`config.mk`:
```
export PLATFORM = sky130hd
export DESIGN_NAME = approx_mul_top
export DESIGN_NICKNAME = d
export VERILOG_FILES = /design/src/verilog/mul_types_pkg.sv /design/src/verilog/mul_ctrl_pkg.sv /design/src/verilog/sm_operand_conv.sv /design/src/verilog/pp_array.sv /design/src/verilog/pp_sum.sv /design/src/verilog/mul_ctrl.sv /design/src/verilog/approx_mul_top.sv
export VERILOG_INCLUDE_DIRS = /design/src /design/src/verilog
export SDC_FILE = /design/constraint.sdc
export NUM_CORES = 1
export LEC_CHECK = 0
export BUFFER_PORTS_ARGS = -buffer_cell sky130_fd_sc_hd__buf_2
export CORE_ASPECT_RATIO = 1.4
export CORE_MARGIN = 1
export CORE_UTILIZATION = 63
export CTS_BUF_LIST = sky130_fd_sc_hd__clkbuf_4
export DETAILED_ROUTE_END_ITERATION = 10
export PLACE_DENSITY = 0.83
export SLEW_MARGIN = 40
export SYNTH_ARGS = -nofsm -noshare
export SYNTH_HDL_FRONTEND = slang
export SYNTH_SLANG_ARGS = --single-unit
```
`constraint.sdc`:
```
create_clock -name clk -period 4.55 [get_ports clk]
set_input_delay 0.2275 -clock clk [delete_from_list [all_inputs] [get_ports clk]]
set_output_delay 0.2275 -clock clk [all_outputs]
set_load 0.02 [all_outputs]
```
`src/verilog/mul_macros.svh`:
```
`ifndef MUL_MACROS_SVH
`define MUL_MACROS_SVH

////////////////////
// Datapath widths
////////////////////

// Two's complement operand
`define MUL_OP_W 8

// Operand magnitude after the -128 clamp
`define MUL_MAG_W 7

// Magnitude product, 127*127 fits
`define MUL_SUM_W 14

// Signed product
`define MUL_PROD_W 16

////////////////////
// Pipeline
////////////////////

// Capture edge to out_valid, in clock cycles
`define MUL_LATENCY 3

`endif

```
`src/verilog/mul_types_pkg.sv`:
```
`include "mul_macros.svh"

package mul_types_pkg;

    typedef logic [`MUL_OP_W-1:0]   operand_t;
    typedef logic [`MUL_MAG_W-1:0]  mag_t;
    typedef logic [`MUL_SUM_W-1:0]  sum_t;
    typedef logic [`MUL_PROD_W-1:0] prod_t;

    typedef struct packed {
        logic sign;
        mag_t mag;
    } sm_operand_t;

    // Slices of a magnitude: 0 is [2:0], 3 is [4:3], 5 is [6:5]
    typedef struct packed {
        logic [5:0] a0b0;
        logic [4:0] a3b0;
        logic [4:0] a5b0;
        logic [4:0] a0b3;
        logic [4:0] a0b5;
        logic [3:0] a3b3;
        logic [3:0] a5b3;
        logic [3:0] a3b5;
        logic [3:0] a5b5;
    } slice_prods_t;

endpackage

```
`src/verilog/mul_ctrl_pkg.sv`:
```
package mul_ctrl_pkg;

    ////////////////////
    // Term drop
    ////////////////////

    // Which weight-2^5 cross term is left out of the sum
    typedef enum logic [1:0] {
        DROP_NONE = 2'd0,
        DROP_A0B5 = 2'd1,
        DROP_A5B0 = 2'd2
    } pp_drop_t;

    ////////////////////
    // Stage control
    ////////////////////

    typedef struct packed {
        logic     valid;
        logic     sign;
        pp_drop_t drop;
    } stage_ctl_t;

endpackage

```
`src/verilog/sm_operand_conv.sv`:
```
`timescale 1ns/1ps

`include "mul_macros.svh"

module sm_operand_conv import mul_types_pkg::*; (
    input  logic        clk,
    input  logic        rst_n,
    input  logic        en,
    input  operand_t    x,
    output sm_operand_t sm
);

    operand_t    x_neg;
    logic        is_min;
    sm_operand_t sm_d;

    // -128 has no 7-bit magnitude
    assign is_min = (x == {1'b1, {(`MUL_OP_W-1){1'b0}}});
    assign x_neg  = -x;

    always_comb begin
        sm_d.sign = x[`MUL_OP_W-1];
        if (!x[`MUL_OP_W-1])
            sm_d.mag = x[`MUL_MAG_W-1:0];
        else if (is_min)
            sm_d.mag = {`MUL_MAG_W{1'b1}};
        else
            sm_d.mag = x_neg[`MUL_MAG_W-1:0];
    end

    always_ff @(posedge clk or negedge rst_n) begin
        if (!rst_n)
            sm <= '0;
        else if (en)
            sm <= sm_d;
    end

    a_clamp_mag: assert property (@(posedge clk) disable iff (!rst_n)
        en && is_min |=> sm.sign && (sm.mag == {`MUL_MAG_W{1'b1}}));

endmodule

```
`src/verilog/pp_array.sv`:
```
`timescale 1ns/1ps

module pp_array import mul_types_pkg::*; (
    input  logic         clk,
    input  logic         rst_n,
    input  logic         en,
    input  mag_t         mag_a,
    input  mag_t         mag_b,
    output slice_prods_t slices
);

    logic [2:0]   a0;
    logic [1:0]   a3;
    logic [1:0]   a5;
    logic [2:0]   b0;
    logic [1:0]   b3;
    logic [1:0]   b5;
    slice_prods_t slices_d;

    ////////////////////
    // 3/2/2 split
    ////////////////////

    assign a0 = mag_a[2:0];
    assign a3 = mag_a[4:3];
    assign a5 = mag_a[6:5];
    assign b0 = mag_b[2:0];
    assign b3 = mag_b[4:3];
    assign b5 = mag_b[6:5];

    ////////////////////
    // Slice products
    ////////////////////

    always_comb begin
        // 3x3
        slices_d.a0b0 = {3'b000, a0} * {3'b000, b0};

        // 2x3 and 3x2, weight 2^3
        slices_d.a3b0 = {3'b000, a3} * {2'b00, b0};
        slices_d.a0b3 = {2'b00, a0} * {3'b000, b3};

        // 2x3 and 3x2, weight 2^5
        slices_d.a5b0 = {3'b000, a5} * {2'b00, b0};
        slices_d.a0b5 = {2'b00, a0} * {3'b000, b5};

        // 2x2
        slices_d.a3b3 = {2'b00, a3} * {2'b00, b3};
        slices_d.a5b3 = {2'b00, a5} * {2'b00, b3};
        slices_d.a3b5 = {2'b00, a3} * {2'b00, b5};
        slices_d.a5b5 = {2'b00, a5} * {2'b00, b5};
    end

    always_ff @(posedge clk or negedge rst_n) begin
        if (!rst_n)
            slices <= '0;
        else if (en)
            slices <= slices_d;
    end

endmodule

```
`src/verilog/pp_sum.sv`:
```
`timescale 1ns/1ps

`include "mul_macros.svh"

module pp_sum import mul_types_pkg::*, mul_ctrl_pkg::*; (
    input  logic         clk,
    input  logic         rst_n,
    input  logic         en,
    input  slice_prods_t slices,
    input  stage_ctl_t   ctl,
    output prod_t        p
);

    logic [`MUL_SUM_W-1:0] row_diag;
    logic [9:0]            row_cross;
    logic [4:0]            hi_a5b0;
    logic [4:0]            hi_a0b5;
    logic [5:0]            row_hi;
    logic [`MUL_SUM_W:0]   total;
    sum_t                  mag;
    prod_t                 mag_ext;
    prod_t                 p_d;

    ////////////////////
    // Rows
    ////////////////////

    // Diagonal terms do not overlap
    assign row_diag  = {slices.a5b5, slices.a3b3, slices.a0b0};

    // Weight 2^3 pairs
    assign row_cross = {1'b0, slices.a5b3, slices.a3b0} + {1'b0, slices.a3b5, slices.a0b3};

    // Weight 2^5 terms, one may be dropped
    assign hi_a5b0 = (ctl.drop == DROP_A5B0) ? 5'd0 : slices.a5b0;
    assign hi_a0b5 = (ctl.drop == DROP_A0B5) ? 5'd0 : slices.a0b5;
    assign row_hi  = {1'b0, hi_a5b0} + {1'b0, hi_a0b5};

    assign total = {1'b0, row_diag}
                 + {2'b00, row_cross, 3'b000}
                 + {4'h0, row_hi, 5'b00000};
    assign mag   = total[`MUL_SUM_W-1:0];

    ////////////////////
    // Sign and output
    ////////////////////

    assign mag_ext = {{(`MUL_PROD_W-`MUL_SUM_W){1'b0}}, mag};
    assign p_d     = ctl.sign ? -mag_ext : mag_ext;

    always_ff @(posedge clk or negedge rst_n) begin
        if (!rst_n)
            p <= '0;
        else if (en)
            p <= p_d;
    end

    a_no_carry: assert property (@(posedge clk) disable iff (!rst_n)
        ctl.valid |-> !total[`MUL_SUM_W]);

endmodule

```
`src/verilog/mul_ctrl.sv`:
```
`timescale 1ns/1ps

module mul_ctrl import mul_ctrl_pkg::*; (
    input  logic       clk,
    input  logic       rst_n,
    input  logic       in_valid,
    input  logic       approx_en,
    input  logic       a_sign,
    input  logic       b_sign,
    output logic       en_s1,
    output logic       en_s2,
    output logic       en_s3,
    output stage_ctl_t ctl_s2,
    output logic       out_valid
);

    stage_ctl_t ctl_d;
    stage_ctl_t ctl_s1;

    ////////////////////
    // Per-op control
    ////////////////////

    always_comb begin
        ctl_d.valid = in_valid;
        ctl_d.sign  = a_sign ^ b_sign;
        // Keep the cross term on the side of the sign of b
        if (!in_valid || !approx_en)
            ctl_d.drop = DROP_NONE;
        else if (b_sign)
            ctl_d.drop = DROP_A5B0;
        else
            ctl_d.drop = DROP_A0B5;
    end

    always_ff @(posedge clk or negedge rst_n) begin
        if (!rst_n) begin
            ctl_s1    <= '{valid: 1'b0, sign: 1'b0, drop: DROP_NONE};
            ctl_s2    <= '{valid: 1'b0, sign: 1'b0, drop: DROP_NONE};
            out_valid <= 1'b0;
        end else begin
            ctl_s1    <= ctl_d;
            ctl_s2    <= ctl_s1;
            out_valid <= ctl_s2.valid;
        end
    end

    // Datapath stage enables
    assign en_s1 = in_valid;
    assign en_s2 = ctl_s1.valid;
    assign en_s3 = ctl_s2.valid;

    a_out_valid_known: assert property (@(posedge clk) disable iff (!rst_n)
        !$isunknown(out_valid));

    a_drop_s2_valid: assert property (@(posedge clk) disable iff (!rst_n)
        (ctl_s2.drop != DROP_NONE) |-> ctl_s2.valid);

endmodule

```
`src/verilog/approx_mul_top.sv`:
```
`timescale 1ns/1ps

module approx_mul_top import mul_types_pkg::*, mul_ctrl_pkg::*; (
    input  logic     clk,
    input  logic     rst_n,
    input  logic     in_valid,
    input  logic     approx_en,
    input  operand_t a,
    input  operand_t b,
    output logic     out_valid,
    output prod_t    p
);

    logic         en_s1;
    logic         en_s2;
    logic         en_s3;
    stage_ctl_t   ctl_s2;
    sm_operand_t  sm_a;
    sm_operand_t  sm_b;
    slice_prods_t slices;

    mul_ctrl u_mul_ctrl (
        .clk       (clk),
        .rst_n     (rst_n),
        .in_valid  (in_valid),
        .approx_en (approx_en),
        .a_sign    (a[$high(a)]),
        .b_sign    (b[$high(b)]),
        .en_s1     (en_s1),
        .en_s2     (en_s2),
        .en_s3     (en_s3),
        .ctl_s2    (ctl_s2),
        .out_valid (out_valid)
    );

    ////////////////////
    // Datapath
    ////////////////////

    sm_operand_conv u_conv_a (.clk(clk), .rst_n(rst_n), .en(en_s1), .x(a), .sm(sm_a));
    sm_operand_conv u_conv_b (.clk(clk), .rst_n(rst_n), .en(en_s1), .x(b), .sm(sm_b));

    pp_array u_pp_array (
        .clk    (clk),
        .rst_n  (rst_n),
        .en     (en_s2),
        .mag_a  (sm_a.mag),
        .mag_b  (sm_b.mag),
        .slices (slices)
    );

    pp_sum u_pp_sum (.clk(clk), .rst_n(rst_n), .en(en_s3), .slices(slices), .ctl(ctl_s2), .p(p));

endmodule

```
**Yosys cells after proc, flatten, opt, wreduce, memory -nomap -nowiden**

Cells that the tools add are included.

- Register bits: 81
- Bits in latches: 0
- RAM bits: 0
- ROM bits: 0
- Output and inout bits: 17
- Word-level logic and storage cells: 52
- Memories: 0

- $add $sub $neg: 7
- Multiply operators: 9
- Divide/modulo/power cells: 0
- $lt $le $gt $ge: 0
- Eq/ne operators: 4
- Shifts and indexed selects: 0
- Muxes and demuxes: 9
- Bitwise logic cells: 1
- Reductions and logical operators: 3

Operators by type and width:

| cell | count |
|---|---|
| $mux W7 | 4 |
| $eq A8 B8 Y1 const B | 2 |
| $mul A2 B2 Y4 | 4 |
| $mux W16 | 1 |
| $neg A14 Y16 | 1 |
| $add A14 B11 Y14 | 1 |
| $add A14 B13 Y14 | 1 |
| $neg A7 Y7 | 2 |
| $add A9 B9 Y10 | 1 |
| $mul A2 B3 Y5 | 2 |
| $mul A3 B2 Y5 | 2 |
| $mux W5 | 2 |
| $add A5 B5 Y6 | 1 |
| $mul A3 B3 Y6 | 1 |
| $mux W2 | 2 |
| $eq A2 B1 Y1 const B | 1 |
| $eq A2 B2 Y1 const B | 1 |
| $logic_not A1 Y1 | 2 |
| $logic_or A1 B1 Y1 | 1 |
| $xor A1 B1 Y1 | 1 |

**Logic depth before layout (Yosys ltp)**

- Depth after elaboration: 6
- Mapped depth: 20

**Hierarchy**

Synthesis repeated with hierarchy kept, for this count alone.

- Cell total of the unflattened synthesis: 601
- Area, all modules: 5972.0 µm²

By module, submodules not included:

| module | instances | cells each | area an instance (µm²) | sequential area each (µm²) |
|---|---|---|---|---|
| pp_array | 1 | 222 | 2498.6 | 1051.0 |
| pp_sum | 1 | 269 | 2279.7 | 400.4 |
| sm_operand_conv | 2 | 48 | 464.2 | 200.2 |
| mul_ctrl | 1 | 14 | 265.3 | 225.2 |

**Worst setup path before layout**

No wires, ideal clock.

- Kind: register to register
- Start: register u_mul_ctrl.ctl_s2[1] (netlist name)
- End: register u_pp_sum.p[12]
- Arrival: 3.963 ns
- Required time: 4.425 ns
- Path slack: 0.462 ns
- Stages on the path, launching flop included: 17
- Cells stage by stage: dfrtp_1 > nand2b_1 > and2_1 > ha_1 > a21o_1 > a21oi_1 > xnor2_1 > fa_1 > inv_1 > ha_1 > and2_4 > a221o_1 > or3_4 > a211oi_4 > a31oi_1 > xnor2_1 > mux2_2

- Longest elaborated chain between the ends: 6

RTL lines:

| item | RTL line | source |
|---|---|---|
| $eq A2 B2 Y1 / $eq A2 B1 Y1 (equally long branches) | pp_sum.sv:35, pp_sum.sv:36 |  |
| $mux W5 (on tied branches) | pp_sum.sv:35, pp_sum.sv:36 |  |
| $add A5 B5 Y6 (*) | pp_sum.sv:37 | `assign row_hi = {1'b0, hi_a5b0} + {1'b0, hi_a0b5};` |
| $add A14 B11 Y14 (*) | pp_sum.sv:41 | `+ {4'h0, row_hi, 5'b00000};` |
| $neg A14 Y16 | pp_sum.sv:49 | `assign p_d = ctl.sign ? -mag_ext : mag_ext;` |
| $mux W16 (*) | pp_sum.sv:49 |  |
| end signal, assigned | pp_sum.sv:55 | `p <= p_d;` |
| end, declared | pp_sum.sv:11 | `output prod_t p` |

Mark *: on every way between the ends. The rest lies on a longest branch, timed or not.
A chain may end at the register's enable or synchronous reset.

**Worst setup path in the final report**

- Start: register u_pp_array.slices[22] (netlist name)
- End: register u_pp_sum.p[12]

- Longest elaborated chain between the ends: 5

RTL lines:

| item | RTL line | source |
|---|---|---|
| $add A9 B9 Y10 (*) | pp_sum.sv:32 | `assign row_cross = {1'b0, slices.a5b3, slices.a3b0} + {1'b0, slices.a3b5, slices.a0b3};` |
| $add A14 B13 Y14 (*) | pp_sum.sv:40 | `+ {2'b00, row_cross, 3'b000}` |
| $add A14 B11 Y14 (*) | pp_sum.sv:41 |  |
| $neg A14 Y16 | pp_sum.sv:49 |  |
| $mux W16 (*) | pp_sum.sv:49 |  |

Marks and branches as above.

==> metrics <==
Synth-to-Final Area Change 7.72%; Vert. Die Dim 112 um; CP Max Fanout 5; Final period util 94.8%; DRT Wirelength 11.0 mm; GR Overflow Total 0; largest net degree at the start of global routing 82; nets@finish 703; worst clock skew 0.0155 ns; area of the core 8300 um2; DRT antenna net count 0; Crit-path slowest cell fa_1; CP Data Required Time 4.90 ns; fmax 232 MHz; Seq/Total Area, Yosys 36.9%; r2r setup slk 0.24 ns; most frequent cell after synthesis dfrtp_1; worst path cell trace ha_1, a21o_1, a21oi_1, o21ai_0, a21oi_2, xor2_1, fa_1, inv_1, ha_1, and2_4, a221o_1, or3_4, a211oi_4, a31oi_1, xnor2_1, mux2_2; status complete, no violations; Crit Path Class reg -> reg; Mapped Area 5490 um2; initial DRC count 215; power density cells 718 nW/um2; drt first pass iters 6; maximum vdd ir drop 0.000676 V; min-delay worst type in -> reg; Startpoint Class flop; Fin Hold WS 0.0337 ns; drt wl/cell 15.2 um; Ports 37; antenna diode count 0; PortBufs 36; commonest cells in the netlist dfrtp_1 (81), inv_1 (67), ha_1 (51), a21oi_1 (48), nor2_1 (40); # DRC 0; clk_lat worst skew 0.46 ns; largest stage delay on the critical path 0.49 ns; top-area cell type share of the netlist area 36.9%; Total GRT Usage 27.5%; worst-margin pin slew 0.771 ns; vias in the first global route 4,297; Final Hold Vio Count 0; Ys Warns 0; Slew Viols, Final 0; effective utilization at floorplan 66.2%; area leader, netlist dfrtp_1; largest cells by area after synthesis dfrtp_1 (37%), ha_1 (12%), fa_1 (5.5%); share of cells above drive strength 1 13.8%; vias per cell 5.73; row cnt 39; initial antenna violation count 0; crit path time final 4.31 ns; Die ar. 9100 um2; most frequent CP cell ha_1; first-pass GRT wire length 19.0 mm; DP Wirelength 8.37 mm; clock buffer count from CTS 9; Num Clock Sinks 81; relative slew slack 48.6%; Synth Net Count 671; gpl congestion 0.881; Final Util 71.3%; Max Cap Viol 0; CTS root buf clkbuf_4; synth unique cells 45; CTS tree built; Yosys reg bits 81; Longest Clk Path Bufs 2; Mean Syn Cell Area 9.39 um2; ys flop type dfrtp_1; final setup violation count 0; Leakage Power 2.94 nW; number of synthesized flops with an enable pin 0; fraction of registers with async set/reset 100%; worst endpoint data arrival time 4.66 ns; Worst-path clk slew 0.12 ns; die width 80.9 um; vias after detailed routing 4,149; CP Capture Type flop; synthesized instance count 585; htree depth 3
[layout make-up]
class	instances	area, um2
fillers	617	2380
flip-flops and latches	81	2030
inverters	67	251
clock buffers	9	67.6
well taps	102	128
multi-input cells	419	3160
repair buffers	39	214
clock inverters	7	61.3
[through the flow]
stage                     setup slack (ns)  power [mW]  instances  setup TNS, ns  instance area, um2
after floorplan                      0.462        3.24        585              0                5490
after global placement               0.362        3.66        705              0                5740
after detailed placement             0.168        3.80        705              0                5740
after CTS                            0.150        4.22        723              0                5890
after global routing               -0.0461        4.65        724        -0.0474                5920
final                                0.237        4.25        724              0                5920
[cells in the final DEF (no fill, tap or decap), types with 8 or more instances in the layout]
master / n
nand2_1: 39
buf_2: 35
o21ai_0: 25
nand3_1: 22
inv_1: 67
a21oi_1: 45
xnor2_1: 11
and2_1: 39
fa_1: 15
nor2_1: 39
mux2_2: 21
nand2b_1: 8
clkbuf_4: 9
dfrtp_1: 80
ha_1: 50
xor2_1: 26
[timing repair]
item / in CTS / in global routing
resized for setup: 0 / 8
setup buffers: 0 / 1
setup endpoints to repair: 0 / 4
endpoints found under the hold margin: 83 / 0
hold buffers: 2 / 0
[registers in the layout (all words and copies together), names as in the netlist]
name / cells
u_mul_ctrl.en_s2: 1
u_mul_ctrl.out_valid: 1
u_mul_ctrl.ctl_s2: 3
u_pp_sum.p: 16
u_conv_b.sm: 7
u_pp_array.slices: 42
u_conv_a.sm: 7
u_mul_ctrl.en_s3: 1
u_mul_ctrl.ctl_s1: 3
[path summary, 6_finish.rpt]
path,startpoint,endpoint,cells past startpoint
worst max register to register,u_pp_array.slices[22]$_DFFE_PN0P_,u_pp_sum.p[12]$_DFFE_PN0P_,16
worst min-delay path,b[0],u_conv_b.sm[0]$_DFFE_PN0P_,3
max in group asynchronous,rst_n,u_mul_ctrl.en_s2$_DFF_PN0_,2
worst min register to register,u_mul_ctrl.ctl_s1[1]$_DFF_PN0_,u_mul_ctrl.ctl_s2[1]$_DFF_PN0_,0
worst max-delay path,u_pp_array.slices[22]$_DFFE_PN0P_,u_pp_sum.p[12]$_DFFE_PN0P_,16
min in group asynchronous,rst_n,u_pp_sum.p[5]$_DFFE_PN0P_,2
[worst max-delay path: cells and delay by family, from the launching register on]
kind	cells	cell delay [ns]
flops	1	0.40
fa+ha+maj	3	1.12
simple gates	2	0.59
mux	1	0.26
compound gates	7	1.55
buf+inv	1	0.04
xor+xnor	2	0.24
[power breakdown]
part           internal, mW  switching, mW  total (mW)
clock network         0.162          0.254       0.416
logic                  1.20           1.60        2.80
registers             0.893          0.136        1.03
total                  2.26           1.99        4.25
[per-layer routing]
layer  share of wire [%]  wire length [um]  GRT usage [%]  up-vias
li1                    -                 -              -     2034
met1                  39              4340           29.8     1978
met2                  53              5890           48.3      103
met3                 3.0               332           4.39       34
met4                 4.3               476           17.4        0
met5                   0                 0              0        -
[logic make-up (layout without fill, tap and decap cells)]
family	after synthesis	in the layout	share of synthesized area [%]
and+or+nand+nor	175	175	16.5
AOI/OAI and AO/OA	113	113	12.3
buffers and inverters	85	122	5.81
DFF	81	81	36.9
adders and majority gates	66	66	17.1
xor gates and xnor gates	37	37	5.90
muxes	28	28	5.58
Power figures use the tool's default switching activity.
